$ cat src/hw/id_pkg.sv
package id_pkg;

  localparam int DATA_W     = 32;
  localparam int REG_ADDR_W = 5;

  typedef logic [DATA_W-1:0]     word_t;
  typedef logic [REG_ADDR_W-1:0] reg_addr_t;

  localparam reg_addr_t LINK_REG = 5'd31;  // ra

  typedef enum logic [5:0] {
    OP_SPECIAL = 6'h00, OP_REGIMM = 6'h01, OP_J     = 6'h02, OP_JAL   = 6'h03,
    OP_BEQ     = 6'h04, OP_BNE    = 6'h05, OP_BLEZ  = 6'h06, OP_BGTZ  = 6'h07,
    OP_ADDI    = 6'h08, OP_ADDIU  = 6'h09, OP_SLTI  = 6'h0a, OP_SLTIU = 6'h0b,
    OP_ANDI    = 6'h0c, OP_ORI    = 6'h0d, OP_XORI  = 6'h0e, OP_LUI   = 6'h0f
  } opcode_e;

  typedef enum logic [5:0] {
    FN_SLL  = 6'h00, FN_SRL  = 6'h02, FN_SRA  = 6'h03, FN_SLLV = 6'h04,
    FN_SRLV = 6'h06, FN_SRAV = 6'h07, FN_JR   = 6'h08, FN_JALR = 6'h09,
    FN_ADD  = 6'h20, FN_ADDU = 6'h21, FN_SUB  = 6'h22, FN_SUBU = 6'h23,
    FN_AND  = 6'h24, FN_OR   = 6'h25, FN_XOR  = 6'h26, FN_NOR  = 6'h27,
    FN_SLT  = 6'h2a, FN_SLTU = 6'h2b
  } funct_e;

  // rt field codes under REGIMM
  typedef enum logic [4:0] {
    RI_BLTZ = 5'h00, RI_BGEZ = 5'h01, RI_BLTZAL = 5'h10, RI_BGEZAL = 5'h11
  } regimm_e;

  typedef enum logic [7:0] {
    ALU_NOP    = 8'h00, ALU_OR     = 8'h25, ALU_AND    = 8'h24, ALU_XOR   = 8'h26,
    ALU_NOR    = 8'h27, ALU_SLL    = 8'h7c, ALU_SRL    = 8'h02, ALU_SRA   = 8'h03,
    ALU_SLT    = 8'h2a, ALU_SLTU   = 8'h2b, ALU_ADD    = 8'h20, ALU_ADDU  = 8'h21,
    ALU_SUB    = 8'h22, ALU_SUBU   = 8'h23, ALU_ADDI   = 8'h55, ALU_ADDIU = 8'h56,
    ALU_J      = 8'h4f, ALU_JAL    = 8'h50, ALU_JR     = 8'h08, ALU_JALR  = 8'h09,
    ALU_BEQ    = 8'h51, ALU_BNE    = 8'h52, ALU_BGTZ   = 8'h54, ALU_BLEZ  = 8'h53,
    ALU_BGEZ   = 8'h41, ALU_BLTZ   = 8'h40, ALU_BGEZAL = 8'h4b, ALU_BLTZAL = 8'h4a
  } aluop_e;

  typedef enum logic [2:0] {
    SEL_NOP         = 3'b000,
    SEL_LOGIC       = 3'b001,
    SEL_SHIFT       = 3'b010,
    SEL_ARITH       = 3'b100,
    SEL_JUMP_BRANCH = 3'b110
  } alusel_e;

  typedef enum logic [3:0] {
    BR_NONE, BR_J, BR_JR, BR_EQ, BR_NE, BR_GTZ, BR_LEZ, BR_GEZ, BR_LTZ
  } br_kind_e;

  typedef struct packed {
    logic      we;
    reg_addr_t dest;
    word_t     data;
  } fwd_t;

endpackage

$ cat src/hw/decode_if.sv
`timescale 1ns/100ps

interface decode_if import id_pkg::*; ();

  logic      rs_read;
  logic      rt_read;
  reg_addr_t rs_addr;
  reg_addr_t rt_addr;
  word_t     imm;
  aluop_e    aluop;
  alusel_e   alusel;
  reg_addr_t wd;
  logic      wreg;
  br_kind_e  br_kind;
  logic      link;  // writes pc+8

  modport dec (output rs_read, rt_read, rs_addr, rt_addr, imm, aluop, alusel,
               output wd, wreg, br_kind, link);
  modport opnd (input rs_read, rt_read, rs_addr, rt_addr, imm);
  modport br (input br_kind, link);
  modport pipe (input aluop, alusel, wd, wreg);

endinterface

$ cat src/hw/inst_decoder.sv
`timescale 1ns/100ps

module inst_decoder import id_pkg::*; (
  input word_t  inst_i,
  decode_if.dec dec
);

  logic [5:0] op;
  logic [5:0] funct;
  logic [4:0] rs;
  logic [4:0] rt;
  logic [4:0] rd;
  logic [4:0] shamt;
  word_t      imm_sext;
  word_t      imm_zext;

  assign op       = inst_i[31:26];
  assign rs       = inst_i[25:21];
  assign rt       = inst_i[20:16];
  assign rd       = inst_i[15:11];
  assign shamt    = inst_i[10:6];
  assign funct    = inst_i[5:0];
  assign imm_sext = {{16{inst_i[15]}}, inst_i[15:0]};
  assign imm_zext = {16'h0, inst_i[15:0]};

  assign dec.rs_addr = rs;
  assign dec.rt_addr = rt;

  function automatic aluop_e funct_aluop(input logic [5:0] f);
    case (f)
      FN_SLL, FN_SLLV: return ALU_SLL;
      FN_SRL, FN_SRLV: return ALU_SRL;
      FN_SRA, FN_SRAV: return ALU_SRA;
      FN_AND:          return ALU_AND;
      FN_OR:           return ALU_OR;
      FN_XOR:          return ALU_XOR;
      FN_NOR:          return ALU_NOR;
      FN_ADD:          return ALU_ADD;
      FN_ADDU:         return ALU_ADDU;
      FN_SUB:          return ALU_SUB;
      FN_SUBU:         return ALU_SUBU;
      FN_SLT:          return ALU_SLT;
      FN_SLTU:         return ALU_SLTU;
      FN_JR:           return ALU_JR;
      FN_JALR:         return ALU_JALR;
      default:         return ALU_NOP;
    endcase
  endfunction

  // primary opcodes only, SPECIAL and REGIMM fall to nop here
  function automatic aluop_e op_aluop(input logic [5:0] o);
    case (o)
      OP_ORI, OP_LUI: return ALU_OR;
      OP_ANDI:        return ALU_AND;
      OP_XORI:        return ALU_XOR;
      OP_ADDI:        return ALU_ADDI;
      OP_ADDIU:       return ALU_ADDIU;
      OP_SLTI:        return ALU_SLT;
      OP_SLTIU:       return ALU_SLTU;
      OP_J:           return ALU_J;
      OP_JAL:         return ALU_JAL;
      OP_BEQ:         return ALU_BEQ;
      OP_BNE:         return ALU_BNE;
      OP_BLEZ:        return ALU_BLEZ;
      OP_BGTZ:        return ALU_BGTZ;
      default:        return ALU_NOP;
    endcase
  endfunction

  always_comb begin
    dec.rs_read = 1'b0;
    dec.rt_read = 1'b0;
    dec.imm     = '0;
    dec.aluop   = op_aluop(op);
    dec.alusel  = SEL_NOP;
    dec.wd      = '0;
    dec.wreg    = 1'b0;
    dec.br_kind = BR_NONE;
    dec.link    = 1'b0;
    case (op)
      OP_SPECIAL: begin
        case (funct)
          FN_SLL, FN_SRL, FN_SRA: begin
            if (rs == 5'd0) begin
              dec.rt_read = 1'b1;
              dec.imm     = {27'h0, shamt};  // shift amount as operand 1
              dec.aluop   = funct_aluop(funct);
              dec.alusel  = SEL_SHIFT;
              dec.wd      = rd;
              dec.wreg    = 1'b1;
            end
          end
          FN_SLLV, FN_SRLV, FN_SRAV, FN_AND, FN_OR, FN_XOR, FN_NOR,
          FN_ADD, FN_ADDU, FN_SUB, FN_SUBU, FN_SLT, FN_SLTU: begin
            if (shamt == 5'd0) begin
              dec.rs_read = 1'b1;
              dec.rt_read = 1'b1;
              dec.aluop   = funct_aluop(funct);
              // 0001xx shifts, 1001xx logic, rest arith
              dec.alusel  = !funct[5] ? SEL_SHIFT :
                            (funct[5:2] == 4'b1001) ? SEL_LOGIC : SEL_ARITH;
              dec.wd      = rd;
              dec.wreg    = 1'b1;
            end
          end
          FN_JR, FN_JALR: begin
            if (shamt == 5'd0) begin
              dec.rs_read = 1'b1;
              dec.aluop   = funct_aluop(funct);
              dec.alusel  = SEL_JUMP_BRANCH;
              dec.br_kind = BR_JR;
              if (funct == FN_JALR) begin
                dec.wd   = rd;
                dec.wreg = 1'b1;
                dec.link = 1'b1;
              end
            end
          end
          default: ;
        endcase
      end
      OP_REGIMM: begin
        if (rt inside {RI_BLTZ, RI_BGEZ, RI_BLTZAL, RI_BGEZAL}) begin
          dec.rs_read = 1'b1;
          dec.alusel  = SEL_JUMP_BRANCH;
          dec.br_kind = rt[0] ? BR_GEZ : BR_LTZ;
          dec.link    = rt[4];  // al forms
          dec.wreg    = rt[4];
          dec.wd      = rt[4] ? LINK_REG : '0;
          case (rt)
            RI_BLTZ:   dec.aluop = ALU_BLTZ;
            RI_BGEZ:   dec.aluop = ALU_BGEZ;
            RI_BLTZAL: dec.aluop = ALU_BLTZAL;
            default:   dec.aluop = ALU_BGEZAL;
          endcase
        end
      end
      OP_ORI, OP_ANDI, OP_XORI, OP_LUI: begin
        dec.rs_read = 1'b1;
        dec.imm     = (op == OP_LUI) ? {inst_i[15:0], 16'h0} : imm_zext;
        dec.alusel  = SEL_LOGIC;
        dec.wd      = rt;
        dec.wreg    = 1'b1;
      end
      OP_ADDI, OP_ADDIU, OP_SLTI, OP_SLTIU: begin
        dec.rs_read = 1'b1;
        dec.imm     = imm_sext;
        dec.alusel  = SEL_ARITH;
        dec.wd      = rt;
        dec.wreg    = 1'b1;
      end
      OP_J, OP_JAL: begin
        dec.alusel  = SEL_JUMP_BRANCH;
        dec.br_kind = BR_J;
        if (op == OP_JAL) begin
          dec.wd   = LINK_REG;
          dec.wreg = 1'b1;
          dec.link = 1'b1;
        end
      end
      OP_BEQ, OP_BNE: begin
        dec.rs_read = 1'b1;
        dec.rt_read = 1'b1;
        dec.alusel  = SEL_JUMP_BRANCH;
        dec.br_kind = (op == OP_BEQ) ? BR_EQ : BR_NE;
      end
      OP_BLEZ, OP_BGTZ: begin
        dec.rs_read = 1'b1;
        dec.alusel  = SEL_JUMP_BRANCH;
        dec.br_kind = (op == OP_BLEZ) ? BR_LEZ : BR_GTZ;
      end
      default: ;  // invalid, stays nop
    endcase
  end

endmodule

$ cat src/hw/operand_mux.sv
`timescale 1ns/100ps

module operand_mux import id_pkg::*; #(
  parameter int SEL_RT = 0
) (
  decode_if.opnd dec,
  input  fwd_t   ex_fwd_i,
  input  fwd_t   mem_fwd_i,
  input  word_t  rf_data_i,
  output word_t  operand_o
);

  logic      rd_en;
  reg_addr_t addr;

  assign rd_en = (SEL_RT != 0) ? dec.rt_read : dec.rs_read;
  assign addr  = (SEL_RT != 0) ? dec.rt_addr : dec.rs_addr;

  // youngest result wins, r0 not excluded
  always_comb begin
    if (!rd_en) begin
      operand_o = dec.imm;
    end else if (ex_fwd_i.we && (ex_fwd_i.dest == addr)) begin
      operand_o = ex_fwd_i.data;
    end else if (mem_fwd_i.we && (mem_fwd_i.dest == addr)) begin
      operand_o = mem_fwd_i.data;
    end else begin
      operand_o = rf_data_i;
    end
  end

endmodule

$ cat src/hw/branch_unit.sv
`timescale 1ns/100ps

module branch_unit import id_pkg::*; (
  decode_if.br  dec,
  input  word_t pc_i,
  input  word_t inst_i,
  input  word_t reg1_i,
  input  word_t reg2_i,
  output logic  branch_flag_o,
  output word_t branch_target_o,
  output word_t link_addr_o
);

  word_t pc_plus_4;
  word_t pc_plus_8;
  word_t br_offset;
  word_t target;
  logic  taken;

  assign pc_plus_4 = pc_i + 32'd4;
  assign pc_plus_8 = pc_i + 32'd8;
  assign br_offset = {{14{inst_i[15]}}, inst_i[15:0], 2'b00};

  always_comb begin
    taken  = 1'b0;
    target = pc_plus_4 + br_offset;  // conditional kinds
    case (dec.br_kind)
      BR_J: begin
        taken  = 1'b1;
        target = {pc_plus_4[31:28], inst_i[25:0], 2'b00};
      end
      BR_JR: begin
        taken  = 1'b1;
        target = reg1_i;
      end
      BR_EQ:  taken = (reg1_i == reg2_i);
      BR_NE:  taken = (reg1_i != reg2_i);
      BR_GTZ: taken = !reg1_i[31] && (reg1_i != '0);
      BR_LEZ: taken = reg1_i[31] || (reg1_i == '0);
      BR_GEZ: taken = !reg1_i[31];
      BR_LTZ: taken = reg1_i[31];
      default: taken = 1'b0;
    endcase
  end

  assign branch_flag_o   = taken;
  assign branch_target_o = taken ? target : '0;
  assign link_addr_o     = dec.link ? pc_plus_8 : '0;  // return past delay slot

endmodule

$ cat src/hw/id_ex_reg.sv
`timescale 1ns/100ps

module id_ex_reg import id_pkg::*; (
  input  logic      clk_i,
  input  logic      rst_n_i,
  decode_if.pipe    dec,
  input  word_t     reg1_i,
  input  word_t     reg2_i,
  input  word_t     link_addr_i,
  input  logic      branch_flag_i,
  output aluop_e    ex_aluop_o,
  output alusel_e   ex_alusel_o,
  output word_t     ex_reg1_o,
  output word_t     ex_reg2_o,
  output reg_addr_t ex_wd_o,
  output logic      ex_wreg_o,
  output word_t     ex_link_addr_o,
  output logic      ex_in_delayslot_o
);

  logic delayslot_q;  // instruction now in decode follows a taken branch

  always_ff @(posedge clk_i or negedge rst_n_i) begin
    if (!rst_n_i) begin
      delayslot_q       <= 1'b0;
      ex_aluop_o        <= ALU_NOP;
      ex_alusel_o       <= SEL_NOP;
      ex_reg1_o         <= '0;
      ex_reg2_o         <= '0;
      ex_wd_o           <= '0;
      ex_wreg_o         <= 1'b0;
      ex_link_addr_o    <= '0;
      ex_in_delayslot_o <= 1'b0;
    end else begin
      delayslot_q       <= branch_flag_i;
      ex_aluop_o        <= dec.aluop;
      ex_alusel_o       <= dec.alusel;
      ex_reg1_o         <= reg1_i;
      ex_reg2_o         <= reg2_i;
      ex_wd_o           <= dec.wd;
      ex_wreg_o         <= dec.wreg;
      ex_link_addr_o    <= link_addr_i;
      ex_in_delayslot_o <= delayslot_q;
    end
  end

endmodule

$ cat src/hw/id_stage.sv
`timescale 1ns/100ps

module id_stage import id_pkg::*; (
  input  logic      clk_i,
  input  logic      rst_n_i,
  input  word_t     pc_i,
  input  word_t     inst_i,
  output logic      reg1_read_o,
  output reg_addr_t reg1_addr_o,
  input  word_t     reg1_data_i,
  output logic      reg2_read_o,
  output reg_addr_t reg2_addr_o,
  input  word_t     reg2_data_i,
  input  logic      ex_wreg_i,
  input  reg_addr_t ex_wd_i,
  input  word_t     ex_wdata_i,
  input  logic      mem_wreg_i,
  input  reg_addr_t mem_wd_i,
  input  word_t     mem_wdata_i,
  output logic      branch_flag_o,
  output word_t     branch_target_o,
  output aluop_e    ex_aluop_o,
  output alusel_e   ex_alusel_o,
  output word_t     ex_reg1_o,
  output word_t     ex_reg2_o,
  output reg_addr_t ex_wd_o,
  output logic      ex_wreg_o,
  output word_t     ex_link_addr_o,
  output logic      ex_in_delayslot_o
);

  decode_if dec_if ();

  fwd_t  ex_fwd;
  fwd_t  mem_fwd;
  word_t reg1;
  word_t reg2;
  word_t link_addr;

  assign ex_fwd  = '{we: ex_wreg_i, dest: ex_wd_i, data: ex_wdata_i};
  assign mem_fwd = '{we: mem_wreg_i, dest: mem_wd_i, data: mem_wdata_i};

  // regfile read ports, same cycle
  assign reg1_read_o = dec_if.rs_read;
  assign reg1_addr_o = dec_if.rs_addr;
  assign reg2_read_o = dec_if.rt_read;
  assign reg2_addr_o = dec_if.rt_addr;

  inst_decoder u_inst_decoder (
    .inst_i (inst_i),
    .dec    (dec_if)
  );

  operand_mux #(.SEL_RT(0)) u_opnd_rs (
    .dec       (dec_if),
    .ex_fwd_i  (ex_fwd),
    .mem_fwd_i (mem_fwd),
    .rf_data_i (reg1_data_i),
    .operand_o (reg1)
  );

  operand_mux #(.SEL_RT(1)) u_opnd_rt (
    .dec       (dec_if),
    .ex_fwd_i  (ex_fwd),
    .mem_fwd_i (mem_fwd),
    .rf_data_i (reg2_data_i),
    .operand_o (reg2)
  );

  branch_unit u_branch_unit (
    .dec             (dec_if),
    .pc_i            (pc_i),
    .inst_i          (inst_i),
    .reg1_i          (reg1),
    .reg2_i          (reg2),
    .branch_flag_o   (branch_flag_o),
    .branch_target_o (branch_target_o),
    .link_addr_o     (link_addr)
  );

  id_ex_reg u_id_ex_reg (
    .clk_i             (clk_i),
    .rst_n_i           (rst_n_i),
    .dec               (dec_if),
    .reg1_i            (reg1),
    .reg2_i            (reg2),
    .link_addr_i       (link_addr),
    .branch_flag_i     (branch_flag_o),
    .ex_aluop_o        (ex_aluop_o),
    .ex_alusel_o       (ex_alusel_o),
    .ex_reg1_o         (ex_reg1_o),
    .ex_reg2_o         (ex_reg2_o),
    .ex_wd_o           (ex_wd_o),
    .ex_wreg_o         (ex_wreg_o),
    .ex_link_addr_o    (ex_link_addr_o),
    .ex_in_delayslot_o (ex_in_delayslot_o)
  );

endmodule

$ cat config.mk
export PLATFORM = sky130hd
export DESIGN_NAME = id_stage
export DESIGN_NICKNAME = d
export VERILOG_FILES = /design/src/hw/id_pkg.sv /design/src/hw/decode_if.sv /design/src/hw/inst_decoder.sv /design/src/hw/operand_mux.sv /design/src/hw/branch_unit.sv /design/src/hw/id_ex_reg.sv /design/src/hw/id_stage.sv
export SDC_FILE = /design/constraint.sdc
export NUM_CORES = 1
export LEC_CHECK = 0
export ABC_AREA = 1
export BUFFER_PORTS_ARGS = -buffer_cell sky130_fd_sc_hd__buf_2
export CAP_MARGIN = 20
export CORE_MARGIN = 5
export CORE_UTILIZATION = 40
export CTS_BUF_LIST = sky130_fd_sc_hd__clkbuf_8
export CTS_CLUSTER_SIZE = 24
export DETAILED_ROUTE_END_ITERATION = 16
export HOLD_SLACK_MARGIN = 0.03
export PLACE_DENSITY = 0.77
export REMOVE_ABC_BUFFERS = 1
export SLEW_MARGIN = 20
export SYNTH_ARGS = -nofsm -noshare
export SYNTH_HDL_FRONTEND = slang
export SYNTH_SLANG_ARGS = --single-unit
$ cat constraint.sdc
create_clock -name clk_i -period 8.9 [get_ports clk_i]
set_input_delay 1.78 -clock clk_i [delete_from_list [all_inputs] [get_ports clk_i]]
set_output_delay 1.78 -clock clk_i [all_outputs]
set_load 0.02 [all_outputs]
# Word level (Yosys, flattened, before mapping)
# Memory sizes are Yosys's and may differ from the RTL's.
# Cells that the tools add are included.
# op_classes
n_addsub	3
eq_ne	50
mux	61
reduce_logical	29
# op_table
op	count
2-to-1 mux 32 bit	10
one-hot mux 32 bit (3 select lines)	1
one-hot mux 32 bit (2 select lines)	1
== test 6 x 4 -> 1 bit, second input constant	10
== test 6 bit, second input constant	10
== test 6 x 3 -> 1 bit, second input constant	7
2-to-1 mux 5 bit	8
2-to-1 mux 8 bit	5
adder 32 x 3 -> 32 bit, second input constant	1
adder 32 bit	1
adder 32 x 4 -> 32 bit, second input constant	1
== test 32 bit	1
logical NOT 32 bit	1
inequality test 32 bit	1
nonzero test 32 bit	1
== test 6 x 2 -> 1 bit, second input constant	4
one-hot mux 8 bit (3 select lines)	1
== test 5 bit	4
one-hot mux 4 bit (5 select lines)	1
one-hot mux 5 bit (4 select lines)	1
2-to-1 mux 3 bit	6
== test 4 x 3 -> 1 bit, second input constant	4
one-hot mux 8 bit (2 select lines)	1
logical NOT 5 bit	3
other kinds (31)	59
# word_totals
register_bits	115
rom_bits	1456
inputBits	206
out_inout_bits	159
wordCells	156
mem_count	4
# mem_list
name	words	width	read_ports	rd_ports_with_merged_regs	wr	line_no	text
(no name shown)	64	7	1	0	0	inst_decoder.sv:30	case (f)
(no name shown)	64	7	1	0	0	inst_decoder.sv:30	
(no name shown)	64	7	1	0	0	inst_decoder.sv:30	
(no name shown)	16	7	1	0	0	inst_decoder.sv:52	case (o)

# Depth between registers and ports, before layout
# logic_depth
ltp_word	9
mapped_depth	25
ltp_nobuf	23

# By module
# From an unflattened synthesis, not the netlist that was laid out.
# unflattened
cells_unflattened	2138
area_unflattened_um2	12659.6
# modules_own_cells
module	instances	cells_per_inst	area_per_inst_um2
branch_unit	1	1074	5207.5
operand_mux	2	333	1482.7
id_ex_reg	1	115	2877.8
inst_decoder	1	283	1609.0

# Worst setup path before layout
# No wires, ideal clock.
# synth_timing
kind	input -> output
start	input port pc_i[3]
end	output port branch_target_o[28]
t_arrival_ns	4.824
required_ns	7.120
path_slack_ns	2.296
stages	19
path_buffers	0
cell_sequence	ha_1 > nand2_1 > nor2_1 > inv_1 > nor2_1 > inv_1 > nor2_1 > xor2_1 > a21oi_1 > ha_1 > nand2_1 > nor4_1 > nand3_1 > nand3_1 > a21boi_0 > o211ai_1 > xor2_1 > o21ai_0 > nor2_1
# synth_between
elab_chain_len	4
# synth_rtl
item	line_no	text
start, declared	id_stage.sv:6	input word_t pc_i,
adder 32 x 3 -> 32 bit (*)	branch_unit.sv:20	assign pc_plus_4 = pc_i + 32'd4;
adder 32 bit	branch_unit.sv:26	target = pc_plus_4 + br_offset;
one-hot mux 32 bit (2 select lines) (*)	branch_unit.sv:27	case (dec.br_kind)
2-to-1 mux 32 bit (*)	branch_unit.sv:47	assign branch_target_o = taken ? target : '0;
end, declared	id_stage.sv:21	output word_t branch_target_o,
# Mark *: on every way between the ends. The rest lies on a longest branch, timed or not.

# Worst setup path in the final report
# layout_timing
start	input port inst_i[31]
end	output port branch_flag_o
# layout_between
elab_chain_len	7
word_cells_on_any_way	48
cone_classes	eq/ne: 25; mux: 10; reduce/logical: 13
# layout_rtl
item	line_no	text
start, declared	id_stage.sv:7	input word_t inst_i,
== test 6 x 4 -> 1 bit, or another cell as far along	inst_decoder.sv:80	case (op)
OR reduction 12 bit (no source line), or another cell as far along	--	
one-hot mux 1 bit (3 select lines) / one-hot mux 32 bit (3 select lines) (equally long branches)	inst_decoder.sv:80	
2-to-1 mux 32 bit	operand_mux.sv:21	if (!rd_en) begin
logical NOT 32 bit, or another cell as far along	branch_unit.sv:39	BR_LEZ: taken = reg1_i[31] || (reg1_i == '0);
logical OR 1 bit / logical AND 1 bit (equally long branches)	branch_unit.sv:39, branch_unit.sv:38	
one-hot mux 1 bit (7 select lines) (*)	branch_unit.sv:27	
end, declared	id_stage.sv:20	output logic branch_flag_o,
# Marks and branches as above.

==> impl_metrics.json <==
{
  "status": "finished clean",
  "root_buffer": "clkbuf_8",
  "crit_type": "input pin to primary output",
  "die_w_um": 175.0,
  "synth_warnings": 0,
  "synth_top_family_by_area": "simple AND/OR/NAND/NOR gates",
  "vias": 13800,
  "dr.pass1.iters": 5,
  "pwr_density_cell_mw_per_mm2": 123.8,
  "p_leak_nw": 7.792,
  "crit_arrival_ns": 6.12,
  "maxCapViolCount": 0,
  "layout-drive-gt1-share_pct": 22.25,
  "io_pins": 365,
  "finalMaxSlewViolations": 0,
  "topRoutingLayerUsed": "met5",
  "cts_resized": 0,
  "ant_nets": 0,
  "dieArea_mm2": 0.03064,
  "synth-simple-area-share_pct": 41.59,
  "grt_pass1_wl_mm": 78.75,
  "cts_num_sinks": 114,
  "die_height_um": 175.0,
  "fin_crit_ns": 7.896,
  "hpwl_mm": 42.13,
  "fin_crit_sh_pct": 88.71,
  "synth-edff-count": 0,
  "yosys.area_share.xor_xnor_pct": 5.305,
  "ys.flop_type": "dfrtp_1",
  "dr_wl_met2_mm": 24.04,
  "ctsHoldBuffers": 0,
  "vias_per_cell": 5.635,
  "place_congestion": 0.9902,
  "start_util_pct": 40.54,
  "cts_setup_buffers": 0,
  "tightest_slew_ns": 0.9450,
  "wl_per_cell_um": 21.32,
  "cts.path.max_buffers": 2,
  "avgSynthCellArea_um2": 6.163,
  "netlist_area_mm2": 0.01090,
  "critPathMaxFanout": 38,
  "track_usage_pct": 32.90,
  "worst_clock_skew_ns": 0.00001030,
  "io_buffers": 363,
  "drt_wl_total_mm": 52.22,
  "grt_max_degree": 69,
  "synth_compound_area_share_pct": 11.61,
  "synth_common_cells": "nand2_1 (491), nand3_1 (204), inv_1 (200)",
  "timing.slew.headroom_pct": 37.00,
  "ir_worst_vdd_mv": 0.09399,
  "cts_buffers": 17,
  "grt_pass1_vias": 13520,
  "crit_required_ns": 7.12,
  "antenna_found_initial": 1,
  "yosysMostFrequentCell": "nand2_1",
  "setup_viol": 0,
  "antenna_cells": 0,
  "cts_max_level": 4,
  "rsz0062_at_grt": "false",
  "met3_length_mm": 4.686,
  "yosysUniqueCellTypes": 45,
  "drc": 0,
  "nets": 2337,
  "finalHoldViolCount": 0,
  "yosys.area.top_type_share_pct": 26.18,
  "cp-start-kind": "input pin",
  "syn_to_final_growth_pct": 22.24,
  "max_freq_ghz": 0.1267,
  "first_iter_violations": 1432,
  "synthMuxAreaShare_pct": 0,
  "yosysTopAreaCell": "dfrtp_1",
  "coreArea_mm2": 0.02688,
  "hp-class": "flip-flop to flip-flop",
  "tns_ns": 0,
  "cts_tree": "built",
  "final_area_mm2": 0.01332,
  "endpoint_kind": "primary output",
  "placed_area_mm2": 0.01291,
  "async_reset_ff_share_pct": 100.0,
  "insertion_delay_ns": 0.45,
  "ys_ff_latch": 114,
  "synth_fa_ha_area_share_pct": 4.203,
  "wirelength_met1_mm": 21.10,
  "rows": 60,
  "synth_area_leaders": "dfrtp_1 (26%), nand2_1 (17%), nand3_1 (9.4%)",
  "clk_pin_slew_worst_paths_ns": 0.09,
  "seq_area_frac_synth_pct": 26.18,
  "syn-instance-count": 1768,
  "overflow": 0
}
power by group:
group | internal (mW) | leakage (nW) | total [mW] | switching [mW]
Sequential | 0.534 | 1.57 | 0.541 | 0.00707
Combinational | 0.177 | 6.02 | 0.570 | 0.393
Clock | 0.269 | 0.204 | 0.538 | 0.269
area by class of cell:
type                       count  area (µm²)
timing repair buffer         382        1962
inverter                     217       814.5
sequential                   114        2853
multi-input combinational   1363        6852
clock inverter                13       150.1
clock buffer                  19       261.5
fill                        2863       13560
tap                          341       426.7
final timing paths:
path / startpoint / end / slack, ns / cells after the start
min reg2reg: u_id_ex_reg.delayslot_q$_DFF_PN0_ / u_id_ex_reg.ex_in_delayslot_o$_DFF_PN0_ / 0.36 / 0
min: u_id_ex_reg.delayslot_q$_DFF_PN0_ / u_id_ex_reg.ex_in_delayslot_o$_DFF_PN0_ / 0.36 / 0
max reg2reg: u_id_ex_reg.delayslot_q$_DFF_PN0_ / u_id_ex_reg.ex_in_delayslot_o$_DFF_PN0_ / 8.43 / 0
max in group asynchronous: rst_n_i / u_id_ex_reg.ex_reg1_o[27]$_DFF_PN0_ / 6.17 / 2
min in group asynchronous: rst_n_i / u_id_ex_reg.ex_link_addr_o[7]$_DFF_PN0_ / 1.34 / 1
max: inst_i[31] / branch_flag_o / 1.00 / 25
cell usage in the layout (no fill, tap or decap), types with 4 or more instances in the layout:
cell,count
nor4_1,6
xor2_1,48
a21oi_1,88
o21ai_0,75
nand4_1,74
clkinv_1,6
nand3_2,7
nand2_1,491
clkbuf_8,19
o221ai_1,6
nand3_1,204
xnor2_1,18
nor2_1,177
buf_2,362
inv_2,11
dfrtp_1,114
ha_1,35
nor2_2,10
o22ai_1,26
o211ai_1,4
inv_6,4
or2_2,21
clkinv_4,4
inv_1,200
nor3_1,36
buf_4,20
registers in the layout, summed over array words and instances (netlist names):
signal and count:
u_id_ex_reg.ex_aluop_o 7, u_id_ex_reg.ex_link_addr_o 32, u_id_ex_reg.ex_wreg_o 1, u_id_ex_reg.delayslot_q 1, u_id_ex_reg.ex_reg2_o 32, u_id_ex_reg.ex_in_delayslot_o 1
u_id_ex_reg.ex_alusel_o 3, u_id_ex_reg.ex_reg1_o 32, u_id_ex_reg.ex_wd_o 5
layer usage:
| layer | vias up | track usage, % |
|---|---|---|
| met5 | - | 0 |
| met4 | 2 | 14.44 |
| met3 | 144 | 6.123 |
| met2 | 828 | 54.18 |
| met1 | 6375 | 42.25 |
| li1 | 6452 | - |
through the flow:
stage               worst slack, ns  hold slack, ns  power (mW)  util [%]  instances
floorplan                     1.417          0.3312      0.8608         -       1694
global placement              1.125          0.3331       1.112     48.03       2417
CTS                           1.104          0.3671       1.647     49.56       2449
finish                        1.004          0.3621       1.648     49.56       2449
global route                 0.5786          0.3875       1.726     49.56       2449
detailed placement            1.106          0.3462       1.110     48.03       2417
worst max-delay path, stage by stage:
cell and delay (ns):
buf_2 0.11, nor2_2 0.40, nand2_1 0.26, nor2_4 0.29, nand3_2 0.19, nand2_1 0.16, inv_2 0.07, nand2_2 0.67
inv_1 0.35, nand2_1 0.20, nand2_1 0.09, nand2_1 0.08, nand2_1 0.05, inv_1 0.06, nand2_1 0.06, nor2_1 0.10
nand2_1 0.10, nor2_1 0.14, nand2_1 0.06, nand2_1 0.05, nand2_1 0.08, nor2_4 0.08, buf_4 0.37, inv_1 0.10
buf_2 0.18
cells by family after synthesis:
family,Yosys count
xor+xnor,66
other cells,1
flops,114
compound gates,225
fa+ha+maj,36
simple gates,1035
buf+inv,291
Power figures use the tool's default switching activity.
